### config.mk
export PLATFORM = sky130hd
export DESIGN_NAME = hex_dump
export DESIGN_NICKNAME = d
export VERILOG_FILES = /design/src/design/dump_cfg_pkg.sv /design/src/design/dump_cmd_pkg.sv /design/src/design/uart_rx.sv /design/src/design/uart_tx.sv /design/src/design/cmd_parser.sv /design/src/design/sig_sampler.sv /design/src/design/dump_fifo.sv /design/src/design/dump_ctrl.sv /design/src/design/hex_dump.sv
export SDC_FILE = /design/constraint.sdc
export NUM_CORES = 1
export LEC_CHECK = 0
export ABC_AREA = 1
export BUFFER_PORTS_ARGS = -buffer_cell sky130_fd_sc_hd__buf_2
export CORE_UTILIZATION = 35
export CTS_BUF_LIST = sky130_fd_sc_hd__clkbuf_2
export CTS_CLUSTER_SIZE = 20
export DETAILED_ROUTE_END_ITERATION = 12
export PLACE_DENSITY = 0.59
export SYNTH_ARGS = -nofsm -noshare
export SYNTH_HDL_FRONTEND = slang
export SYNTH_SLANG_ARGS = --single-unit
### constraint.sdc
create_clock -name clk -period 2.2 [get_ports clk]
set_input_delay 0.22 -clock clk [delete_from_list [all_inputs] [get_ports clk]]
set_output_delay 0.22 -clock clk [all_outputs]
set_load 0.02 [all_outputs]
### src/design/dump_cfg_pkg.sv
package dump_cfg_pkg;

    // serial line timing, in system clocks
    localparam int BIT_CLKS  = 16;                // clocks per bit
    localparam int BIT_CNT_W = $clog2(BIT_CLKS);  // bit-period counter width

    // capture buffer between sampler and transmitter
    localparam int FIFO_DEPTH = 16;               // entries, power of two
    localparam int FIFO_AW    = $clog2(FIFO_DEPTH);

endpackage

### src/design/dump_cmd_pkg.sv
package dump_cmd_pkg;

    // register write, op byte = {0, rsvd, addr}
    typedef struct packed {
        logic       arm;    // 0 for a write
        logic [4:0] rsvd;
        logic [1:0] addr;
        logic [7:0] data;
    } cmd_wr_t;

    // capture request, op byte = {1, rsvd}
    typedef struct packed {
        logic       arm;    // 1 for an arm
        logic [6:0] rsvd;
        logic [7:0] count;  // 0 means 256
    } cmd_arm_t;

    // first byte lands in the upper half
    typedef union packed {
        cmd_wr_t  wr;
        cmd_arm_t arm;
    } cmd_word_u;

    typedef struct packed {
        logic       en;
        logic [1:0] addr;
        logic [7:0] data;
    } reg_wr_t;

    typedef struct packed {
        logic       en;
        logic [8:0] count;  // 1 to 256
    } arm_t;

    typedef struct packed {
        logic       valid;
        logic [7:0] data;
    } sample_t;

    typedef enum logic [1:0] {
        TRIG_NONE = 2'd0,
        TRIG_RISE = 2'd1,
        TRIG_FALL = 2'd2
    } trig_mode_e;

    localparam logic [1:0] REG_DIV  = 2'd0;
    localparam logic [1:0] REG_TRIG = 2'd1;

    localparam logic [7:0] ASCII_LF = 8'h0A;

endpackage

### src/design/uart_rx.sv
`timescale 1ns/100ps

module uart_rx
    import dump_cfg_pkg::*;
    import dump_cmd_pkg::*;
(
    input  logic    clk,
    input  logic    rst_n,
    input  logic    rxd,
    output sample_t rx_byte
);

    typedef enum logic [1:0] {
        RX_IDLE,
        RX_START,
        RX_DATA,
        RX_STOP
    } rx_state_e;

    rx_state_e            state;
    logic [1:0]           rxd_sync;   // two-flop synchronizer
    logic [BIT_CNT_W-1:0] clk_cnt;
    logic [2:0]           bit_idx;
    logic [7:0]           shift;
    logic                 byte_vld;
    logic                 rx_in;
    logic                 bit_end;

    assign rx_in   = rxd_sync[1];
    assign bit_end = (clk_cnt == BIT_CNT_W'(BIT_CLKS - 1));

    always_ff @(posedge clk) begin
        if (!rst_n) begin
            state    <= RX_IDLE;
            rxd_sync <= 2'b11;   // line idles high
            clk_cnt  <= '0;
            bit_idx  <= '0;
            byte_vld <= 1'b0;
        end else begin
            rxd_sync <= {rxd_sync[0], rxd};
            byte_vld <= 1'b0;
            clk_cnt  <= clk_cnt + 1'b1;
            case (state)
                RX_IDLE: begin
                    clk_cnt <= '0;
                    if (!rx_in) state <= RX_START;
                end
                RX_START: begin
                    // middle of start bit, then full periods from here
                    if (clk_cnt == BIT_CNT_W'(BIT_CLKS / 2 - 1)) begin
                        clk_cnt <= '0;
                        bit_idx <= '0;
                        state   <= rx_in ? RX_IDLE : RX_DATA;  // glitch check
                    end
                end
                RX_DATA: begin
                    if (bit_end) begin
                        bit_idx <= bit_idx + 1'b1;
                        if (bit_idx == 3'd7) state <= RX_STOP;
                    end
                end
                default: begin
                    if (bit_end) begin
                        byte_vld <= rx_in;   // no strobe on a bad stop bit
                        state    <= RX_IDLE;
                    end
                end
            endcase
        end
    end

    always_ff @(posedge clk) begin
        if (state == RX_DATA && bit_end) shift <= {rx_in, shift[7:1]};  // lsb first
    end

    assign rx_byte = '{valid: byte_vld, data: shift};

endmodule

### src/design/uart_tx.sv
`timescale 1ns/100ps

module uart_tx
    import dump_cfg_pkg::*;
(
    input  logic       clk,
    input  logic       rst_n,
    input  logic       tx_start,
    input  logic [7:0] tx_data,
    output logic       txd,
    output logic       tx_busy
);

    logic [9:0]           frame;     // stop, data, start
    logic [BIT_CNT_W-1:0] clk_cnt;
    logic [3:0]           bit_idx;

    always_ff @(posedge clk) begin
        if (!rst_n) begin
            frame   <= '1;          // idle high
            clk_cnt <= '0;
            bit_idx <= '0;
            tx_busy <= 1'b0;
        end else if (!tx_busy) begin
            clk_cnt <= '0;
            bit_idx <= '0;
            if (tx_start) begin
                frame   <= {1'b1, tx_data, 1'b0};
                tx_busy <= 1'b1;
            end
        end else if (clk_cnt == BIT_CNT_W'(BIT_CLKS - 1)) begin
            clk_cnt <= '0;
            frame   <= {1'b1, frame[9:1]};   // shift in idle level
            bit_idx <= bit_idx + 1'b1;
            if (bit_idx == 4'd9) tx_busy <= 1'b0;  // stop bit done
        end else begin
            clk_cnt <= clk_cnt + 1'b1;
        end
    end

    assign txd = frame[0];

    // the dump sequencer must wait out the whole frame
    a_no_start_when_busy: assert property (
        @(posedge clk) disable iff (!rst_n) tx_start |-> !tx_busy
    );

endmodule

### src/design/cmd_parser.sv
`timescale 1ns/100ps

module cmd_parser
    import dump_cmd_pkg::*;
(
    input  logic    clk,
    input  logic    rst_n,
    input  sample_t rx_byte,
    output reg_wr_t reg_wr,
    output arm_t    arm
);

    cmd_word_u cmd;
    logic      have_op;   // first byte of the pair is in
    logic      cmd_vld;

    always_ff @(posedge clk) begin
        if (!rst_n) begin
            have_op <= 1'b0;
            cmd_vld <= 1'b0;
        end else begin
            cmd_vld <= 1'b0;
            if (rx_byte.valid) begin
                have_op <= !have_op;
                cmd_vld <= have_op;   // second byte completes it
            end
        end
    end

    // op byte shifts up as the operand arrives
    always_ff @(posedge clk) begin
        if (rx_byte.valid) cmd <= {cmd[7:0], rx_byte.data};
    end

    assign reg_wr = '{
        en:   cmd_vld && !cmd.wr.arm,
        addr: cmd.wr.addr,
        data: cmd.wr.data
    };

    assign arm = '{
        en:    cmd_vld && cmd.arm.arm,
        count: (cmd.arm.count == 8'd0) ? 9'd256 : {1'b0, cmd.arm.count}
    };

endmodule

### src/design/sig_sampler.sv
`timescale 1ns/100ps

module sig_sampler
    import dump_cmd_pkg::*;
(
    input  logic    clk,
    input  logic    rst_n,
    input  logic    sig,
    input  reg_wr_t reg_wr,
    input  logic    run,
    output sample_t sample
);

    logic [7:0] div_reg;
    trig_mode_e trig_mode;
    logic       sig_q;
    logic       run_q;
    logic       run_rise;
    logic       trig_hit;
    logic       trig_seen;
    logic [7:0] div_cnt;
    logic [2:0] bit_cnt;
    logic       take;
    logic [7:0] shift;
    logic       smp_vld;

    assign run_rise = run && !run_q;
    assign trig_hit = (trig_mode == TRIG_RISE && sig && !sig_q) ||
                      (trig_mode == TRIG_FALL && !sig && sig_q);
    assign take     = run && !run_rise && trig_seen && (div_cnt == 8'd0);

    always_ff @(posedge clk) begin
        if (!rst_n) begin
            div_reg   <= '0;
            trig_mode <= TRIG_NONE;
            sig_q     <= 1'b0;
            run_q     <= 1'b0;
            trig_seen <= 1'b0;
            div_cnt   <= '0;
            bit_cnt   <= '0;
            smp_vld   <= 1'b0;
        end else begin
            sig_q   <= sig;
            run_q   <= run;
            smp_vld <= take && (bit_cnt == 3'd7);   // eighth sample
            if (reg_wr.en && reg_wr.addr == REG_DIV) div_reg <= reg_wr.data;
            if (reg_wr.en && reg_wr.addr == REG_TRIG) begin
                case (reg_wr.data[1:0])
                    2'd1:    trig_mode <= TRIG_RISE;
                    2'd2:    trig_mode <= TRIG_FALL;
                    default: trig_mode <= TRIG_NONE;
                endcase
            end
            if (run_rise) begin
                trig_seen <= (trig_mode == TRIG_NONE);  // free run needs no edge
                div_cnt   <= '0;
                bit_cnt   <= '0;
            end else if (run) begin
                if (!trig_seen && trig_hit) trig_seen <= 1'b1;
                if (trig_seen) div_cnt <= (div_cnt == 8'd0) ? div_reg : div_cnt - 1'b1;
                if (take) bit_cnt <= bit_cnt + 1'b1;
            end
        end
    end

    always_ff @(posedge clk) begin
        if (take) shift <= {shift[6:0], sig};   // msb first
    end

    assign sample = '{valid: smp_vld, data: shift};

    // the controller drops run only after the last byte it counts
    a_valid_in_run: assert property (
        @(posedge clk) disable iff (!rst_n) sample.valid |-> run
    );

endmodule

### src/design/dump_fifo.sv
`timescale 1ns/100ps

module dump_fifo
    import dump_cfg_pkg::*;
(
    input  logic       clk,
    input  logic       rst_n,
    input  logic       wr,
    input  logic       rd,
    input  logic [7:0] din,
    output logic [7:0] dout,
    output logic       empty,
    output logic       full
);

    logic [7:0]       mem [FIFO_DEPTH];
    logic [FIFO_AW:0] wr_ptr;   // extra bit tells full from empty
    logic [FIFO_AW:0] rd_ptr;

    assign empty = (wr_ptr == rd_ptr);
    assign full  = (wr_ptr[FIFO_AW] != rd_ptr[FIFO_AW]) &&
                   (wr_ptr[FIFO_AW-1:0] == rd_ptr[FIFO_AW-1:0]);
    assign dout  = mem[rd_ptr[FIFO_AW-1:0]];   // head entry

    always_ff @(posedge clk) begin
        if (!rst_n) begin
            wr_ptr <= '0;
            rd_ptr <= '0;
        end else begin
            if (wr && !full) wr_ptr <= wr_ptr + 1'b1;
            if (rd && !empty) rd_ptr <= rd_ptr + 1'b1;
        end
    end

    always_ff @(posedge clk) begin
        if (wr && !full) mem[wr_ptr[FIFO_AW-1:0]] <= din;
    end

    a_no_read_empty: assert property (
        @(posedge clk) disable iff (!rst_n) rd |-> !empty
    );
    a_no_write_full: assert property (
        @(posedge clk) disable iff (!rst_n) wr |-> !full
    );

endmodule

### src/design/dump_ctrl.sv
`timescale 1ns/100ps

module dump_ctrl
    import dump_cmd_pkg::*;
(
    input  logic       clk,
    input  logic       rst_n,
    input  arm_t       arm,
    input  sample_t    sample,
    output logic       run,
    output logic       fifo_wr,
    output logic       fifo_rd,
    input  logic [7:0] fifo_dout,
    input  logic       fifo_empty,
    input  logic       fifo_full,
    output logic       tx_start,
    output logic [7:0] tx_data,
    input  logic       tx_busy,
    output logic       overflow
);

    typedef enum logic {
        S_HI,   // ready to pop and send high nibble
        S_LO    // low nibble still owed
    } seq_state_e;

    seq_state_e state;
    logic [8:0] remaining;   // bytes still to produce
    logic       lf_pend;     // capture done, trailer owed
    logic [7:0] cur_byte;
    logic       tx_ready;

    function automatic logic [7:0] hex_char(input logic [3:0] nib);
        return (nib < 4'd10) ? 8'h30 + {4'h0, nib} : 8'h37 + {4'h0, nib};
    endfunction

    // busy rises a cycle after the start pulse, so the pulse itself holds off
    assign tx_ready = !tx_start && !tx_busy;
    assign fifo_wr  = sample.valid && run && !fifo_full;
    assign fifo_rd  = (state == S_HI) && tx_ready && !fifo_empty;

    always_ff @(posedge clk) begin
        if (!rst_n) begin
            run       <= 1'b0;
            remaining <= '0;
            lf_pend   <= 1'b0;
            overflow  <= 1'b0;
            state     <= S_HI;
            tx_start  <= 1'b0;
        end else begin
            tx_start <= 1'b0;
            if (arm.en && !run && !lf_pend) begin
                run       <= 1'b1;
                remaining <= arm.count;
                overflow  <= 1'b0;
            end else if (sample.valid && run) begin
                remaining <= remaining - 1'b1;
                if (fifo_full) overflow <= 1'b1;   // byte dropped
                if (remaining == 9'd1) begin
                    run     <= 1'b0;
                    lf_pend <= 1'b1;
                end
            end
            if (state == S_LO && tx_ready) begin
                tx_start <= 1'b1;
                state    <= S_HI;
            end else if (fifo_rd) begin
                tx_start <= 1'b1;
                state    <= S_LO;
            end else if (state == S_HI && tx_ready && lf_pend && !run) begin
                tx_start <= 1'b1;   // fifo drained
                lf_pend  <= 1'b0;
            end
        end
    end

    always_ff @(posedge clk) begin
        if (fifo_rd) begin
            cur_byte <= fifo_dout;
            tx_data  <= hex_char(fifo_dout[7:4]);
        end else if (state == S_LO && tx_ready) begin
            tx_data <= hex_char(cur_byte[3:0]);
        end else if (state == S_HI && tx_ready && lf_pend && !run) begin
            tx_data <= ASCII_LF;
        end
    end

endmodule

### src/design/hex_dump.sv
`timescale 1ns/100ps

module hex_dump
    import dump_cmd_pkg::*;
(
    input  logic clk,
    input  logic rst_n,
    input  logic sig,
    input  logic rx,
    output logic tx,
    output logic overflow,
    output logic capturing
);

    sample_t    rx_byte;
    reg_wr_t    reg_wr;
    arm_t       arm;
    sample_t    sample;
    logic       run;
    logic       fifo_wr;
    logic       fifo_rd;
    logic       fifo_empty;
    logic       fifo_full;
    logic [7:0] fifo_dout;
    logic       tx_start;
    logic [7:0] tx_data;
    logic       tx_busy;

    assign capturing = run;

    uart_rx u_uart_rx (.clk, .rst_n, .rxd(rx), .rx_byte);

    cmd_parser u_cmd_parser (.clk, .rst_n, .rx_byte, .reg_wr, .arm);

    sig_sampler u_sig_sampler (.clk, .rst_n, .sig, .reg_wr, .run, .sample);

    dump_fifo u_dump_fifo (
        .clk, .rst_n,
        .wr(fifo_wr), .rd(fifo_rd),
        .din(sample.data),     // packed byte straight from the sampler
        .dout(fifo_dout), .empty(fifo_empty), .full(fifo_full)
    );

    dump_ctrl u_dump_ctrl (
        .clk, .rst_n, .arm, .sample, .run,
        .fifo_wr, .fifo_rd, .fifo_dout, .fifo_empty, .fifo_full,
        .tx_start, .tx_data, .tx_busy, .overflow
    );

    uart_tx u_uart_tx (.clk, .rst_n, .tx_start, .tx_data, .txd(tx), .tx_busy);

endmodule

* Word level (Yosys, flattened, before mapping)
Memory sizes are Yosys's and may differ from the RTL's. A register that Yosys moved wholly into a read port is not among the register bits.
Cells that the tools add are included.
** Storage, ports and cells
- Register bits after elaboration :: 126
- RAM bits :: 128
- Input port bits :: 4
- Output and inout bits :: 3
- Logic and storage cells :: 192
- Memories :: 1
** Operators by class
- $add $sub $neg :: 13
- $lt $le $gt $ge :: 2
- Equal/unequal tests :: 22
- Muxes and demuxes :: 48
- Bitwise operators :: 4
- Reduce and logical (&&, ||, !) cells :: 70
** Memories
- u_dump_fifo.mem :: depth 16, bits a word 8, read ports 1, clocked after Yosys merged registers in 1, write ports 1, line dump_fifo.sv:16 : logic [7:0] mem [FIFO_DEPTH];
** Operators by type and width (number)
- $mux W8 :: 6
- $mux W10 :: 3
- $add A6 B4 Y7 const A :: 4
- $logic_and A1 B1 Y1 :: 28
- $mux W9 :: 3
- $mux W1 :: 21
- $logic_not A8 Y1 :: 2
- $reduce_and A2 Y1 :: 8
- $logic_not A1 Y1 :: 13
- $add A4 B1 Y4 const B :: 3
- $eq A4 B4 Y1 const B :: 3
- $mux W2 :: 6
- $mux W4 :: 3
- $reduce_bool A2 Y1 :: 6
- $add A5 B1 Y5 const B :: 2
- $eq A9 B1 Y1 const B :: 1
- $sub A9 B1 Y9 const B :: 1
- $eq A2 B1 Y1 const B :: 4
- $lt A4 B4 Y1 const B :: 2
- $pmux W4 S2 :: 1
- $sub A8 B1 Y8 const B :: 1
- $add A3 B1 Y3 const B :: 2
- $eq A2 B2 Y1 const B :: 3
- $eq A3 B3 Y1 const B :: 2
- other kinds (19) :: 31

* Longest topological paths before layout
- Word-level depth :: 8
- Gate-level depth with buffers :: 15
- Mapped depth without buffers :: 14

* By module
From an unflattened synthesis, not the netlist that was laid out.
** Second synthesis, totals
- Cells, all modules :: 1150
- Area total of the unflattened synthesis :: 11198.2 µm²
** By module, submodules not included
- dump_fifo :: times used 1, cells each 537, area an instance 6068.3 µm², seq. area each 4124.0 µm²
- sig_sampler :: times used 1, cells each 184, area an instance 1485.2 µm², seq. area each 740.7 µm²
- dump_ctrl :: times used 1, cells each 178, area an instance 1405.1 µm², seq. area each 610.6 µm²
- uart_rx :: times used 1, cells each 87, area an instance 852.1 µm², seq. area each 480.5 µm²
- uart_tx :: times used 1, cells each 116, area an instance 848.3 µm², seq. area each 360.3 µm²
- cmd_parser :: times used 1, cells each 48, area an instance 539.3 µm², seq. area each 370.4 µm²

* Worst setup path before layout
Ideal clock, no wire load.
- Path type :: register to register
- Start point :: register with a tool-made name
- End point :: register u_dump_ctrl.tx_data[4], data pin
- Setup time :: 0.259 ns
- Arrival :: 1.604 ns
- Required time :: 1.941 ns
- Setup slack :: 0.337 ns
- Cell stages (with the launch flop) :: 13
- Buffers on the path :: 2
- Clock period less this slack :: 1.863 ns
- Path through :: dfxtp_1 > buf_2 > buf_4 > o21ai_0 > o211ai_1 > nand3_1 > nand2_1 > inv_1 > ha_1 > nand3_1 > nand3_1 > nand2_1 > o21ai_1
** RTL lines
- to (signal assigned) :: line dump_ctrl.sv:80 : tx_data <= hex_char(fifo_dout[7:4]);
- to (signal assigned) :: line dump_ctrl.sv:82 : tx_data <= hex_char(cur_byte[3:0]);
- to (decl) :: line dump_ctrl.sv:17 : output logic [7:0] tx_data,

==> results.json <==
{
  "synth-seq-cells": 251,
  "clk_latency_ns": 0.85,
  "min_period_ns": 2.06,
  "cts_tree": "yes",
  "synth-edff-count": 166,
  "layout-drive-gt1-share_pct": 15.4,
  "pin_count": 7,
  "h-tree-depth": 2,
  "place_inst": 1424,
  "cts.sinks": 251,
  "rows": 63,
  "yosysUniqueCellTypes": 43,
  "ys_seq_area_share_pct": 63.5,
  "wl_per_cell_um": 14.6,
  "endpoint_kind": "flip-flop",
  "track_usage_pct": 14.9,
  "postSynth.asyncResetShare_pct": 0,
  "totalWireLength_mm": 22.5,
  "fin_total_pwr_mw": 11.3,
  "fin_skew_ns": 0.0790,
  "cellPowerDensity_nw_per_um2": 959,
  "layout_common_cells": "166 x edfxtp_1, 156 x nand2_1, 125 x nor2_1, 108 x inv_1, 98 x clkbuf_2",
  "synthesis.area_um2": 10500,
  "via_per_inst": 4.85,
  "required_ns": 2.77,
  "post-route-util_pct": 39.8,
  "cp.arrival_ns": 2.62,
  "cts_buffers": 61,
  "io_buffers": 6,
  "first_iter_violations": 460,
  "grt_overflow": 0,
  "worst_slack_ns": 0.142,
  "pre_cts_slack_ns": 0.122,
  "root_buffer": "clkbuf_2",
  "drc": 0,
  "fp.dieH_um": 175,
  "maxSlewViolCount": 0,
  "syn-num-nets": 1051,
  "grt_setup_unrepaired": "no",
  "start_util_pct": 35.5,
  "final_cell_area_um2": 11800,
  "critPathKind": "reg -> reg",
  "setup_viol": 0,
  "largest_reg_flops": 128,
  "yosysTopAreaCell": "edfxtp_1",
  "fmax_ghz": 0.486,
  "worst_pin_slew_ns": 0.834,
  "clkTransAtPathRegs_ns": 0.11,
  "finalNonFillerCells": 1542,
  "synth_area_leaders": "edfxtp_1 47%, dfxtp_1 16%, nand2_1 5.6%",
  "synth-main-ff-cell": "edfxtp_1",
  "p_leak_nw": 4.61,
  "hold_path_class": "in -> reg",
  "hold_viol": 0,
  "cp-start-kind": "flip-flop",
  "status": "completed",
  "syn_avg_cell_area_um2": 10.3,
  "cts_setup_buffers": 0,
  "period_share_pct": 93.6,
  "crit_fanout": 32,
  "fp.dieW_um": 175,
  "ys_warn_count": 0,
  "cts_buffer_depth": 3,
  "grt_antenna_before_repair": 1,
  "setup-tns-final_ns": 0,
  "dr.pass1.iters": 5,
  "layout_commonest_cell": "edfxtp_1",
  "die_area_um2": 30800,
  "grt_pass1_vias": 7279,
  "nNetsFinal": 1129,
  "maxCapViolations": 0,
  "ant_nets": 0,
  "syn_inst": 1024,
  "fillers": 2930,
  "core_area_um2": 29600,
  "postPlaceCellArea_um2": 11200,
  "place.gp.congestion": 0.838,
  "peakVddDrop_mv": 0.385,
  "grt_first_pass_wirelength_mm": 36.7,
  "hold_slack_ns": 0.196,
  "areaGrowthSynthToFinish_pct": 12.1,
  "dp.final_hpwl_mm": 14.4,
  "relSlewSlack_pct": 44.4,
  "vias": 7478,
  "grt_max_degree": 67,
  "synth_top_area_share_pct": 47.4
}
[cell type report]
| cell class | count | area [um^2] | share of cell area (%) |
|---|---|---|---|
| well taps | 390 | 488 | 4.14 |
| clock inverters | 14 | 62.6 | 0.530 |
| multi-input cells | 621 | 3210 | 27.2 |
| repair buffers | 51 | 412 | 3.49 |
| diodes | 1 | 2.50 | 0.0212 |
| clock buffers | 98 | 490 | 4.16 |
| inverters | 116 | 438 | 3.71 |
| flip-flops and latches | 251 | 6690 | 56.7 |
[synth_stat cells, types with 5 or more instances]
master and count:
o22ai_1 7, o211ai_1 29, nand2_2 7, nor2_1 125
edfxtp_1 166, dfxtp_1 85, clkbuf_1 16, a31oi_1 6
ha_1 23, o21ai_1 11, a211oi_1 5, xor2_1 8
nand3_1 67, buf_2 11, o21ai_0 77, inv_1 109
nand2_1 156, inv_2 6, o221ai_1 14, a21oi_1 46
nor3_1 8
[power breakdown]
group,switching (mW),leakage [nW],internal [mW]
clock network,1.81,0.431,1.17
registers,0.130,2.18,5.33
logic,1.89,1.99,0.971
total,3.84,4.61,7.48
[worst max-delay path, stage by stage, from the launching register on]
cell and delay [ns]:
dfxtp_1 0.37, buf_6 0.27, o21ai_0 0.14, o211ai_1 0.18, nand3_1 0.09, nand2_1 0.13, inv_1 0.05, ha_1 0.18
nand3_1 0.11, nand3_1 0.12, nand2_1 0.07, o21ai_1 0.06
[routing by layer]
layer	GRT usage (%)	routed length (um)	vias to the layer above
met5	0	0	-
met4	6.96	654	0
met3	3.12	1360	60
met2	23.5	10100	212
met1	19.7	10300	3472
li1	-	-	3734
[cells by family after synthesis]
group	synth area share, %
simple gates	15.4
flops	63.5
compound gates	11.5
buf+inv	5.92
fa+ha+maj	2.73
xor+xnor	0.916
[worst paths after layout]
kind | startpoint | to | slack, ns | cells after the start
worst max register to register | flip-flop | u_dump_ctrl.tx_data[4] | 0.14 | 11
worst max-delay path | flip-flop | u_dump_ctrl.tx_data[4] | 0.14 | 11
worst min register to register | u_uart_rx.rxd_sync[0] | u_uart_rx.rxd_sync[1] | 0.43 | 1
worst min-delay path | sig | u_sig_sampler.shift[0] | 0.20 | 2
[repair_timing]
action | in CTS | in global routing
resized for setup | 0 | 4
hold endpoints to repair | 59 | 0
hold buffers | 4 | 0
endpoints found under the setup margin | 0 | 3
(Power assumes the default switching activity.)
